## src/hw/clock_pkg.sv

```systemverilog
//==============================
// Modes, field positions, field
// limits and the alarm ring length
//==============================
package clock_pkg;

    typedef enum logic [1:0] {
        MODE_CLOCK,
        MODE_SETUP,
        MODE_ALARM,
        MODE_TIMER
    } mode_t;

    typedef enum logic [1:0] {
        POS_SEC,
        POS_MIN,
        POS_HOUR
    } pos_t;

    localparam int FIELD_W = 6;

    localparam logic [FIELD_W-1:0] SEC_MAX  = 6'd59;
    localparam logic [FIELD_W-1:0] MIN_MAX  = 6'd59;
    localparam logic [FIELD_W-1:0] HOUR_MAX = 6'd23;

    localparam logic [2:0] ALARM_RING_SECS = 3'd5;

    // Step one field, back to zero past its limit
    function automatic logic [FIELD_W-1:0] field_step(
        input logic [FIELD_W-1:0] value,
        input logic [FIELD_W-1:0] limit
    );
        return (value >= limit) ? '0 : value + FIELD_W'(1);
    endfunction

endpackage
```

## src/hw/digital_clock_top.sv

```systemverilog
//==============================
// Alarm clock top level and
// display field select
//==============================
`timescale 1ns/1ns

module digital_clock_top import clock_pkg::*; #(
    parameter int CLKS_PER_SEC = 50_000_000
) (
    input  logic               clk,
    input  logic               rst_n,
    input  logic               i_mode_btn,
    input  logic               i_pos_btn,
    input  logic               i_inc_btn,
    input  logic               i_ctl_btn,
    output logic [FIELD_W-1:0] o_hour,
    output logic [FIELD_W-1:0] o_min,
    output logic [FIELD_W-1:0] o_sec,
    output mode_t              o_mode,
    output pos_t               o_position,
    output logic               o_running,
    output logic               o_alarm_en,
    output logic               o_alarm
);

    logic               tick;
    logic               time_tick;
    logic               time_inc;
    logic               alarm_inc;
    logic               timer_inc;
    logic               timer_tick;
    logic               timer_done;
    logic               timer_zero;
    logic [FIELD_W-1:0] time_hour, time_min, time_sec;
    logic [FIELD_W-1:0] alm_hour, alm_min, alm_sec;
    logic [FIELD_W-1:0] tmr_hour, tmr_min, tmr_sec;

    sec_tick_gen #(
        .CLKS_PER_SEC (CLKS_PER_SEC)
    ) u_tick (
        .clk    (clk),
        .rst_n  (rst_n),
        .o_tick (tick)
    );

    mode_ctrl u_ctrl (
        .clk          (clk),
        .rst_n        (rst_n),
        .i_mode_btn   (i_mode_btn),
        .i_pos_btn    (i_pos_btn),
        .i_inc_btn    (i_inc_btn),
        .i_ctl_btn    (i_ctl_btn),
        .i_tick       (tick),
        .i_timer_zero (timer_zero),
        .o_mode       (o_mode),
        .o_position   (o_position),
        .o_running    (o_running),
        .o_alarm_en   (o_alarm_en),
        .o_time_tick  (time_tick),
        .o_time_inc   (time_inc),
        .o_alarm_inc  (alarm_inc),
        .o_timer_inc  (timer_inc),
        .o_timer_tick (timer_tick),
        .o_timer_done (timer_done)
    );

    hms_counter u_time (
        .clk        (clk),
        .rst_n      (rst_n),
        .i_tick     (time_tick),
        .i_inc      (time_inc),
        .i_position (o_position),
        .o_hour     (time_hour),
        .o_min      (time_min),
        .o_sec      (time_sec)
    );

    timer_counter u_timer (
        .clk        (clk),
        .rst_n      (rst_n),
        .i_tick     (timer_tick),
        .i_inc      (timer_inc),
        .i_position (o_position),
        .o_hour     (tmr_hour),
        .o_min      (tmr_min),
        .o_sec      (tmr_sec),
        .o_zero     (timer_zero)
    );

    alarm_unit u_alarm (
        .clk          (clk),
        .rst_n        (rst_n),
        .i_tick       (tick),
        .i_inc        (alarm_inc),
        .i_position   (o_position),
        .i_alarm_en   (o_alarm_en),
        .i_timer_done (timer_done),
        .i_hour       (time_hour),
        .i_min        (time_min),
        .i_sec        (time_sec),
        .o_hour       (alm_hour),
        .o_min        (alm_min),
        .o_sec        (alm_sec),
        .o_alarm      (o_alarm)
    );

    // Show whatever the current mode edits
    always_comb begin
        case (o_mode)
            MODE_ALARM: {o_hour, o_min, o_sec} = {alm_hour, alm_min, alm_sec};
            MODE_TIMER: {o_hour, o_min, o_sec} = {tmr_hour, tmr_min, tmr_sec};
            default:    {o_hour, o_min, o_sec} = {time_hour, time_min, time_sec};
        endcase
    end

endmodule

```

## src/hw/alarm_unit.sv

```systemverilog
//==============================
// Alarm time, match detect and
// five-second ring
//==============================
`timescale 1ns/1ns

module alarm_unit import clock_pkg::*; (
    input  logic               clk,
    input  logic               rst_n,
    input  logic               i_tick,
    input  logic               i_inc,
    input  pos_t               i_position,
    input  logic               i_alarm_en,
    input  logic               i_timer_done,
    input  logic [FIELD_W-1:0] i_hour,
    input  logic [FIELD_W-1:0] i_min,
    input  logic [FIELD_W-1:0] i_sec,
    output logic [FIELD_W-1:0] o_hour,
    output logic [FIELD_W-1:0] o_min,
    output logic [FIELD_W-1:0] o_sec,
    output logic               o_alarm
);

    logic       match;
    logic       match_d;
    logic       ring_start;
    logic [2:0] ring_cnt;

    always_ff @(posedge clk or negedge rst_n) begin
        if (!rst_n) begin
            o_hour <= '0;
            o_min  <= '0;
            o_sec  <= '0;
        end else if (i_inc) begin
            case (i_position)
                POS_SEC:  o_sec  <= field_step(o_sec, SEC_MAX);
                POS_MIN:  o_min  <= field_step(o_min, MIN_MAX);
                POS_HOUR: o_hour <= field_step(o_hour, HOUR_MAX);
                default:  ;
            endcase
        end
    end

    assign match      = (i_hour == o_hour) && (i_min == o_min) && (i_sec == o_sec);
    assign ring_start = i_alarm_en && ((match && !match_d) || i_timer_done);

    // match_d starts high so that 00:00:00 out of reset is no edge
    always_ff @(posedge clk or negedge rst_n) begin
        if (!rst_n) begin
            match_d  <= 1'b1;
            o_alarm  <= 1'b0;
            ring_cnt <= '0;
        end else begin
            match_d <= match;
            if (ring_start) begin
                o_alarm  <= 1'b1;
                ring_cnt <= '0;
            end else if (o_alarm && i_tick) begin
                if (ring_cnt == ALARM_RING_SECS - 3'd1) begin
                    o_alarm  <= 1'b0;
                    ring_cnt <= '0;
                end else begin
                    ring_cnt <= ring_cnt + 3'd1;
                end
            end
        end
    end

    a_ring_needs_enable: assert property (@(posedge clk) disable iff (!rst_n)
        $rose(o_alarm) |-> $past(i_alarm_en));

endmodule

```

## src/hw/timer_counter.sv

```systemverilog
//==============================
// Countdown timer with zero flag
//==============================
`timescale 1ns/1ns

module timer_counter import clock_pkg::*; (
    input  logic               clk,
    input  logic               rst_n,
    input  logic               i_tick,
    input  logic               i_inc,
    input  pos_t               i_position,
    output logic [FIELD_W-1:0] o_hour,
    output logic [FIELD_W-1:0] o_min,
    output logic [FIELD_W-1:0] o_sec,
    output logic               o_zero
);

    assign o_zero = (o_hour == '0) && (o_min == '0) && (o_sec == '0);

    always_ff @(posedge clk or negedge rst_n) begin
        if (!rst_n) begin
            o_hour <= '0;
            o_min  <= '0;
            o_sec  <= '0;
        end else if (i_tick && !o_zero) begin
            // Borrow down through the fields
            if (o_sec != '0) begin
                o_sec <= o_sec - FIELD_W'(1);
            end else begin
                o_sec <= SEC_MAX;
                if (o_min != '0) begin
                    o_min <= o_min - FIELD_W'(1);
                end else begin
                    o_min  <= MIN_MAX;
                    o_hour <= o_hour - FIELD_W'(1);
                end
            end
        end else if (i_inc) begin
            case (i_position)
                POS_SEC:  o_sec  <= field_step(o_sec, SEC_MAX);
                POS_MIN:  o_min  <= field_step(o_min, MIN_MAX);
                POS_HOUR: o_hour <= field_step(o_hour, HOUR_MAX);
                default:  ;
            endcase
        end
    end

    // Run state drops one cycle after reaching zero
    a_no_tick_at_rest: assert property (@(posedge clk) disable iff (!rst_n)
        (o_zero && $past(o_zero)) |-> !i_tick);

endmodule

```

## src/hw/hms_counter.sv

```systemverilog
//==============================
// Time-of-day counter
//==============================
`timescale 1ns/1ns

module hms_counter import clock_pkg::*; (
    input  logic               clk,
    input  logic               rst_n,
    input  logic               i_tick,
    input  logic               i_inc,
    input  pos_t               i_position,
    output logic [FIELD_W-1:0] o_hour,
    output logic [FIELD_W-1:0] o_min,
    output logic [FIELD_W-1:0] o_sec
);

    always_ff @(posedge clk or negedge rst_n) begin
        if (!rst_n) begin
            o_hour <= '0;
            o_min  <= '0;
            o_sec  <= '0;
        end else if (i_tick) begin
            o_sec <= field_step(o_sec, SEC_MAX);
            if (o_sec == SEC_MAX) begin
                o_min <= field_step(o_min, MIN_MAX);
                // 23:59:59 rolls over to midnight
                if (o_min == MIN_MAX) begin
                    o_hour <= field_step(o_hour, HOUR_MAX);
                end
            end
        end else if (i_inc) begin
            // No carry when stepping by hand
            case (i_position)
                POS_SEC:  o_sec  <= field_step(o_sec, SEC_MAX);
                POS_MIN:  o_min  <= field_step(o_min, MIN_MAX);
                POS_HOUR: o_hour <= field_step(o_hour, HOUR_MAX);
                default:  ;
            endcase
        end
    end

    a_fields_in_range: assert property (@(posedge clk) disable iff (!rst_n)
        (o_sec <= SEC_MAX) && (o_min <= MIN_MAX) && (o_hour <= HOUR_MAX));

endmodule

```

## src/hw/mode_ctrl.sv

```systemverilog
//==============================
// Mode, position, run and alarm
// enable state, strobe routing
//==============================
`timescale 1ns/1ns

module mode_ctrl import clock_pkg::*; (
    input  logic  clk,
    input  logic  rst_n,
    input  logic  i_mode_btn,
    input  logic  i_pos_btn,
    input  logic  i_inc_btn,
    input  logic  i_ctl_btn,
    input  logic  i_tick,
    input  logic  i_timer_zero,
    output mode_t o_mode,
    output pos_t  o_position,
    output logic  o_running,
    output logic  o_alarm_en,
    output logic  o_time_tick,
    output logic  o_time_inc,
    output logic  o_alarm_inc,
    output logic  o_timer_inc,
    output logic  o_timer_tick,
    output logic  o_timer_done
);

    logic ctl_timer;

    assign ctl_timer    = i_ctl_btn && (o_mode == MODE_TIMER);
    assign o_timer_done = o_running && i_timer_zero;

    always_ff @(posedge clk or negedge rst_n) begin
        if (!rst_n) begin
            o_mode     <= MODE_CLOCK;
            o_position <= POS_SEC;
            o_running  <= 1'b0;
            o_alarm_en <= 1'b0;
        end else begin
            if (i_mode_btn) begin
                o_mode <= mode_t'(o_mode + 2'd1);
            end
            if (i_pos_btn) begin
                case (o_position)
                    POS_SEC:  o_position <= POS_MIN;
                    POS_MIN:  o_position <= POS_HOUR;
                    default:  o_position <= POS_SEC;
                endcase
            end
            // Expiry wins over a press in the same cycle
            if (o_timer_done) begin
                o_running <= 1'b0;
            end else if (ctl_timer) begin
                o_running <= !o_running && !i_timer_zero;
            end
            if (i_ctl_btn && !ctl_timer) begin
                o_alarm_en <= !o_alarm_en;
            end
        end
    end

    // Each strobe goes only to the counter the mode owns
    assign o_time_tick  = i_tick && (o_mode != MODE_SETUP);
    assign o_time_inc   = i_inc_btn && (o_mode == MODE_SETUP);
    assign o_alarm_inc  = i_inc_btn && (o_mode == MODE_ALARM);
    assign o_timer_inc  = i_inc_btn && (o_mode == MODE_TIMER) && !o_running;
    assign o_timer_tick = i_tick && o_running;

    // Stopped after any cycle at zero, by expiry or by an ignored start
    a_stop_at_zero: assert property (@(posedge clk) disable iff (!rst_n)
        i_timer_zero |=> !o_running);

endmodule

```

## src/hw/sec_tick_gen.sv

```systemverilog
//==============================
// One-second strobe divider
//==============================
`timescale 1ns/1ns

module sec_tick_gen #(
    parameter int CLKS_PER_SEC = 50_000_000
) (
    input  logic clk,
    input  logic rst_n,
    output logic o_tick
);

    localparam int CNT_W = (CLKS_PER_SEC > 1) ? $clog2(CLKS_PER_SEC) : 1;
    localparam logic [CNT_W-1:0] CNT_LAST = CNT_W'(CLKS_PER_SEC - 1);

    logic [CNT_W-1:0] cycle_cnt;

    always_ff @(posedge clk or negedge rst_n) begin
        if (!rst_n) begin
            cycle_cnt <= '0;
        end else if (cycle_cnt == CNT_LAST) begin
            cycle_cnt <= '0;
        end else begin
            cycle_cnt <= cycle_cnt + CNT_W'(1);
        end
    end

    // Strobe on the wrap cycle
    assign o_tick = (cycle_cnt == CNT_LAST);

endmodule

```

## config.mk

```make
export PLATFORM = sky130hd
export DESIGN_NAME = digital_clock_top
export DESIGN_NICKNAME = d
export VERILOG_FILES = /design/src/hw/clock_pkg.sv /design/src/hw/digital_clock_top.sv /design/src/hw/alarm_unit.sv /design/src/hw/timer_counter.sv /design/src/hw/hms_counter.sv /design/src/hw/mode_ctrl.sv /design/src/hw/sec_tick_gen.sv
export SDC_FILE = /design/constraint.sdc
export NUM_CORES = 1
export LEC_CHECK = 0
export BUFFER_PORTS_ARGS = -buffer_cell sky130_fd_sc_hd__buf_4
export CAP_MARGIN = 5
export CELL_PAD_IN_SITES_DETAIL_PLACEMENT = 1
export CELL_PAD_IN_SITES_GLOBAL_PLACEMENT = 1
export CORE_MARGIN = 2
export CORE_UTILIZATION = 40
export DETAILED_ROUTE_END_ITERATION = 10
export PLACE_DENSITY = 0.77
export SETUP_SLACK_MARGIN = 0.1
export SKIP_LAST_GASP = 1
export SLEW_MARGIN = 25
export SYNTH_ARGS = -nofsm -noshare
export SYNTH_HDL_FRONTEND = slang
export SYNTH_SLANG_ARGS = --single-unit
```

## constraint.sdc

```tcl
create_clock -name clk -period 2.88 [get_ports clk]
set_input_delay 0.288 -clock clk [delete_from_list [all_inputs] [get_ports clk]]
set_output_delay 0.288 -clock clk [all_outputs]
set_load 0.02 [all_outputs]
```

After elaboration in Yosys (flattened, before gate mapping)
Cells that the tools add are included.
- add/sub/neg operators: 15
- magnitude comparators: 9
- equal/unequal tests: 17
- muxes and demuxes: 48
- reduce and logical (&&, ||, !) cells: 51
- operators with widths (kind ; number):
    $mux W6 ; 35
    $add A6 B1 Y6 const B ; 9
    $ge A6 B6 Y1 const B ; 6
    $pmux W6 S2 ; 3
    $add A26 B1 Y26 const B ; 1
    $eq A26 B26 Y1 const B ; 1
    $mux W26 ; 1
    $reduce_bool A2 Y1 ; 11
    $eq A6 B6 Y1 ; 3
    $ge A6 B5 Y1 const B ; 3
    $logic_and A1 B1 Y1 ; 18
    $logic_not A6 Y1 ; 3
    $sub A6 B1 Y6 const B ; 3
    $eq A6 B6 Y1 const B ; 2
    $reduce_and A2 Y1 ; 6
    $reduce_bool A6 Y1 ; 2
    $mux W3 ; 3
    $reduce_and A4 Y1 ; 2
    $eq A2 B2 Y1 const B ; 3
    $ne A2 B1 Y1 const B ; 3
    $reduce_and A3 Y1 ; 2
    $logic_not A1 Y1 ; 5
    $mux W1 ; 5
    $eq A2 B1 Y1 const B ; 2
    other kinds (7) ; 8
- register bits after elaboration: 91
- input bits: 6
- word-level logic and storage cells: 157

Longest topological paths before layout
- word-level depth: 8
- gate-level depth with buffers: 9

By module
A second synthesis with hierarchy kept.
- cell total of the unflattened synthesis: 669
- area total of the unflattened synthesis: 6100.9 um^2
- modules (own cells, without submodules) (module ; times used ; cells an instance ; area each (um^2) ; seq. area each (um^2)):
    timer_counter ; 1 ; 198 ; 1616.6 ; 450.4
    alarm_unit ; 1 ; 146 ; 1432.6 ; 576.8
    sec_tick_gen ; 1 ; 134 ; 1337.5 ; 650.6
    hms_counter ; 1 ; 102 ; 996.0 ; 450.4
    digital_clock_top ; 1 ; 60 ; 387.9 ; 0.0
    mode_ctrl ; 1 ; 29 ; 330.3 ; 150.1

Worst setup path before layout
No wires, ideal clock.
- path kind: reg2reg
- from: register u_timer.o_min[0]
- to: register u_timer.o_hour[5]
- data arrival time: 2.238 ns
- data required time: 2.755 ns
- path slack: 0.517 ns
- cell stages (with the launch flop): 9
- clock period less this slack: 2.363 ns
- cell sequence: dfrtp_1 -> inv_1 -> ha_1 -> or4b_4 -> nand2b_1 -> nor3_2 -> a31oi_4 -> nor4_2 -> mux2_2
- word-level cells in the longest chain between the ends: 7
- elaborated cells between the ends (all ways): 12
- RTL lines (element ; RTL line ; source):
    start, declared ; timer_counter.sv:13 ; output logic [FIELD_W-1:0] o_min,
    start signal, assigned ; timer_counter.sv:32 ; o_min <= o_min - FIELD_W'(1);
    start signal, assigned ; timer_counter.sv:41 ; POS_MIN: o_min <= field_step(o_min, MIN_MAX);
    $logic_not A6 Y1 ; timer_counter.sv:18 ; assign o_zero = (o_hour == '0) && (o_min == '0) && (o_sec == '0);
    $logic_and A1 B1 Y1 (2 in a row) ; timer_counter.sv:18 ;
    $logic_not A1 Y1 ; timer_counter.sv:25 ; end else if (i_tick && !o_zero) begin
    $logic_and A1 B1 Y1 ; timer_counter.sv:25 ;
    $ne A2 B2 Y1 (no source line) or $reduce_bool A2 Y1 (tied branches) ; - ;
    $reduce_and A4 Y1 (no source line) ; - ;
    end signal, assigned ; timer_counter.sv:35 ; o_hour <= o_hour - FIELD_W'(1);
    end signal, assigned ; timer_counter.sv:42 ; POS_HOUR: o_hour <= field_step(o_hour, HOUR_MAX);
    end, declared ; timer_counter.sv:12 ; output logic [FIELD_W-1:0] o_hour,
Parallel ways exist; a longest one is shown, timed or not.
A chain may end at the register's enable or synchronous reset.

Worst setup path after layout
Same ends and word-level chain as after synthesis.

==> flow_metrics.env <==
export IMPL_drive_gt1_share_pct=12.4
export IMPL_final_cell_count_no_fill=849
export IMPL_floorplan_die_height_um=123
export IMPL_highest_layer="met4"
export IMPL_period_needed_ns=2.62
export IMPL_p_comb_share_pct=42.2
export IMPL_initial_antenna_violation_count=0
export IMPL_internal_power_mw=3.14
export IMPL_worst_setup_path_start_kind="register"
export IMPL_critPathKind="reg -> reg"
export IMPL_post_synth_inst_count=642
export IMPL_met3_length_um=583
export IMPL_std_cell_rows=43
export IMPL_timing_hold_violations_final=0
export IMPL_setup_slack_ns=0.259
export IMPL_globalRouteOverflowTotal=0
export IMPL_critical_path_cell_chain="inv_1, ha_1, or4b_4, nand2b_1, nor3_4, a31oi_4, nor4_2, mux2_2"
export IMPL_power_per_cell_area_nw_per_um2=858
export IMPL_core_region_area_um2=13800
export IMPL_global_route_wire_length_before_repair_mm=26.3
export IMPL_number_of_routed_nets_with_antenna_violations=0
export IMPL_routedLengthMet1_mm=7.29
export IMPL_outcome="finished, final reports clean"
export IMPL_route_met2_wl_mm=7.70
export IMPL_remaining_drc_errors=0
export IMPL_route_vias_total=4920
export IMPL_power_switching_fraction_pct=42.7
export IMPL_crit_arrival_ns=2.85
export IMPL_clkTransAtPathRegs_ns=0.06
export IMPL_placement_setup_worst_slack_ns=0.246
export IMPL_cts_root_to_sink_buffers=2
export IMPL_nets=689
export IMPL_max_clock_freq_mhz=381
export IMPL_synth_lib_cells_used_distinct=68
export IMPL_hpwl_mm=11.6
export IMPL_postSynth_asyncResetShare_pct=100
export IMPL_cts_tree="yes"
export IMPL_die_area_um2=15100
export IMPL_initial_drt_pass_iterations=5
export IMPL_synth_edf_count=0
export IMPL_worstMarginPinSlew_ns=0.769
export IMPL_synth_sequential_area_ratio_pct=40.3
export IMPL_clockPowerShare_pct=21.9
export IMPL_synthesis_nets=667
export IMPL_place_detailed_instances=830
export IMPL_critPathMaxFanout=7
export IMPL_buffer_ports_inserted=30
export IMPL_pin_count=31
export IMPL_worst_clock_skew_on_the_final_layout_ns=0.00879
export IMPL_floorplan_initialDensity_pct=40.9
export IMPL_synth_ff_latch_count=91
export IMPL_grt_setup_unrepaired="false"
export IMPL_cp_slowest_stage_delay_ns=0.49
export IMPL_clkLatencyLatePin_ns=0.35
export IMPL_cts_inserted_buffers=9
export IMPL_worst_path_slowest_cell="sky130_fd_sc_hd__or4b_4"
export IMPL_cp_num_buf_inv=1
export IMPL_die_width_um=123
export IMPL_via_per_inst=5.80
export IMPL_grt_total_usage_pct=22.3
export IMPL_setup_viol_count_final=0
export IMPL_post_synth_cell_area_avg_um2=8.80
export IMPL_clkSinkCount=91
export IMPL_flow_area_growth_from_synthesis_pct=13.1
export IMPL_cts_htree_levels=3
export IMPL_fillers=1608
export IMPL_detailedRoute_firstIterationViolations=281
export IMPL_vdd_ir_drop_max_v=0.000467
export IMPL_max_capacitance_violation_count=0
export IMPL_fin_tns_setup_ns=0
export IMPL_syn_area_um2=5650
export IMPL_power_leakage_nw=2.85
export IMPL_fin_crit_sh_pct=91.0
export IMPL_setup_worst_path_end_class="register"
export IMPL_postRouteWirelength_mm=15.8
export IMPL_antenna_cells=0
export IMPL_drv_slew=0
export IMPL_clock_tree_root_cell="sky130_fd_sc_hd__clkbuf_16"
export IMPL_place_gp_congestion=0.872
export IMPL_wl_per_cell_um=18.6
export IMPL_grt_pass1_vias=5148
export IMPL_crit_required_ns=3.11
export IMPL_p_sw_mw=2.34
export IMPL_synth_ff_type="sky130_fd_sc_hd__dfrtp_1"
export IMPL_max_slew_margin_pct=47.2
export IMPL_grt_start_max_net_pins=51
export IMPL_cell_class_contributing_the_biggest_share_of_worst_path_delay="simple AND/OR/NAND/NOR gates"
export IMPL_power_share_sequential_pct=35.9
export IMPL_hold_class="in -> reg"
export IMPL_synthesis_yosys_warnings=0
[placed cells by master, fill, tap and decap left out, types with 3 or more instances in the layout]
cell,n
sky130_fd_sc_hd__o211ai_1,3
sky130_fd_sc_hd__clkbuf_16,9
sky130_fd_sc_hd__ha_1,19
sky130_fd_sc_hd__nor3b_1,4
sky130_fd_sc_hd__a31oi_1,4
sky130_fd_sc_hd__a21oi_1,24
sky130_fd_sc_hd__nor2b_1,8
sky130_fd_sc_hd__mux2_2,3
sky130_fd_sc_hd__nor4b_1,4
sky130_fd_sc_hd__nor2_1,44
sky130_fd_sc_hd__o21ai_0,44
sky130_fd_sc_hd__and2_1,10
sky130_fd_sc_hd__dfrtp_1,90
sky130_fd_sc_hd__o21a_1,3
sky130_fd_sc_hd__nor3_1,14
sky130_fd_sc_hd__nand3_1,38
sky130_fd_sc_hd__nand2b_1,13
sky130_fd_sc_hd__nand4_1,13
sky130_fd_sc_hd__mux2i_1,7
sky130_fd_sc_hd__a22o_1,5
sky130_fd_sc_hd__and3_1,11
sky130_fd_sc_hd__or3_1,3
sky130_fd_sc_hd__a41oi_1,3
sky130_fd_sc_hd__inv_1,17
sky130_fd_sc_hd__clkbuf_1,3
sky130_fd_sc_hd__buf_4,45
sky130_fd_sc_hd__nor4_1,3
sky130_fd_sc_hd__xor2_1,28
sky130_fd_sc_hd__a21o_1,9
sky130_fd_sc_hd__a31o_2,3
sky130_fd_sc_hd__xnor2_1,20
sky130_fd_sc_hd__nand2_1,93
sky130_fd_sc_hd__a22oi_1,19
sky130_fd_sc_hd__o31ai_1,7
[power groups by stage]
stage               registers, mW  logic, mW  clock network, mW
floorplan                    1.80       1.58                  0
global placement             1.96       2.20                  0
detailed placement           1.98       2.29                  0
CTS                          1.96       2.31               1.23
global route                 2.01       2.55               1.28
finish                       1.97       2.31               1.20
[final timing paths]
kind / from / end / slack, ns / cells past startpoint
max reg2reg: u_timer.o_min[0] / u_timer.o_hour[5] / 0.26 / 8
max: u_timer.o_min[0] / u_timer.o_hour[5] / 0.26 / 8
min: i_pos_btn / u_ctrl.o_position[0] / 0.12 / 2
max in group asynchronous: rst_n / u_tick.cycle_cnt[5] / 1.70 / 3
min in group asynchronous: rst_n / u_time.o_hour[2] / 0.50 / 2
min reg2reg: u_tick.cycle_cnt[23] / u_tick.cycle_cnt[23] / 0.48 / 1
[stage by stage]
stage          area [µm²]  hold WS (ns)  power [mW]  util (%)
6_report             6390         0.124        5.48      46.2
2_1_floorplan        5650      -0.00759        3.38         -
3_3_place_gp         6060         0.342        4.15      43.9
4_1_cts              6370         0.113        5.50      46.1
5_1_grt              6390         0.126        5.84      46.2
3_5_place_dp         6070         0.348        4.27      43.9
[state kept, by name, indices dropped and copies added (netlist names)]
| signal | flops |
|---|---|
| u_alarm.o_alarm | 1 |
| u_ctrl.o_mode | 2 |
| u_alarm.o_min | 6 |
| u_tick.cycle_cnt | 26 |
| u_timer.o_min | 6 |
| u_ctrl.o_alarm_en | 1 |
| u_timer.o_hour | 6 |
| u_alarm.o_hour | 6 |
| u_alarm.match_d | 1 |
| u_time.o_hour | 6 |
| u_alarm.o_sec | 6 |
| u_ctrl.o_running | 1 |
| u_time.o_sec | 6 |
| u_ctrl.o_position | 2 |
| u_alarm.ring_cnt | 3 |
| u_timer.o_sec | 6 |
| u_time.o_min | 6 |
[synth_stat cells (9+ instances only)]
master / number / area, µm²
sky130_fd_sc_hd__dfrtp_1: 90 / 2250
sky130_fd_sc_hd__inv_1: 17 / 63.8
sky130_fd_sc_hd__nand2_1: 93 / 349
sky130_fd_sc_hd__a22oi_1: 19 / 143
sky130_fd_sc_hd__a21o_1: 9 / 67.6
sky130_fd_sc_hd__and3_1: 11 / 68.8
sky130_fd_sc_hd__o21ai_0: 44 / 220
sky130_fd_sc_hd__nor3_1: 14 / 70.1
sky130_fd_sc_hd__nand2b_1: 13 / 81.3
sky130_fd_sc_hd__a21oi_1: 24 / 120
sky130_fd_sc_hd__nand4_1: 13 / 81.3
sky130_fd_sc_hd__ha_1: 19 / 238
sky130_fd_sc_hd__xnor2_1: 20 / 175
sky130_fd_sc_hd__nand3_1: 38 / 190
sky130_fd_sc_hd__clkbuf_1: 26 / 97.6
sky130_fd_sc_hd__nor2_1: 45 / 169
sky130_fd_sc_hd__xor2_1: 28 / 245
sky130_fd_sc_hd__and2_1: 10 / 62.6
[metal layers]
| layer | vias to the layer above | track usage (%) |
|---|---|---|
| li1 | 2325 | - |
| met1 | 2494 | 29.1 |
| met2 | 86 | 37.8 |
| met3 | 15 | 3.21 |
| met4 | 0 | 7.83 |
| met5 | - | 0 |
[cells by family (layout without fill, tap and decap cells)]
logic type / count (synthesis) / count (layout) / synth area share [%]
compound gates: 144 / 144 / 17.4
xor+xnor: 48 / 48 / 7.44
fa+ha+maj: 20 / 20 / 4.38
buf+inv: 53 / 80 / 3.96
flops: 91 / 91 / 40.3
mux: 10 / 10 / 1.84
simple gates: 276 / 276 / 24.6
[timing repair]
| item | CTS | global route |
|---|---|---|
| hold endpoints to repair | 40 | 0 |
| gates resized for setup | 0 | 2 |
| hold buffers | 1 | 0 |
| setup endpoints to repair | 0 | 7 |
| setup buffers | 0 | 2 |
[final cells by class]
| cell class | count | area, µm² | area share, % |
|---|---|---|---|
| Tap cell | 180 | 225 | 3.52 |
| Timing Repair Buffer | 47 | 368 | 5.76 |
| Clock buffer | 13 | 250 | 3.92 |
| Inverter | 17 | 63.8 | 0.999 |
| Multi-Input combinational cell | 498 | 3160 | 49.5 |
| Sequential cell | 91 | 2280 | 35.7 |
| Clock inverter | 3 | 40.0 | 0.627 |
Power figures use the tool's default switching activity.
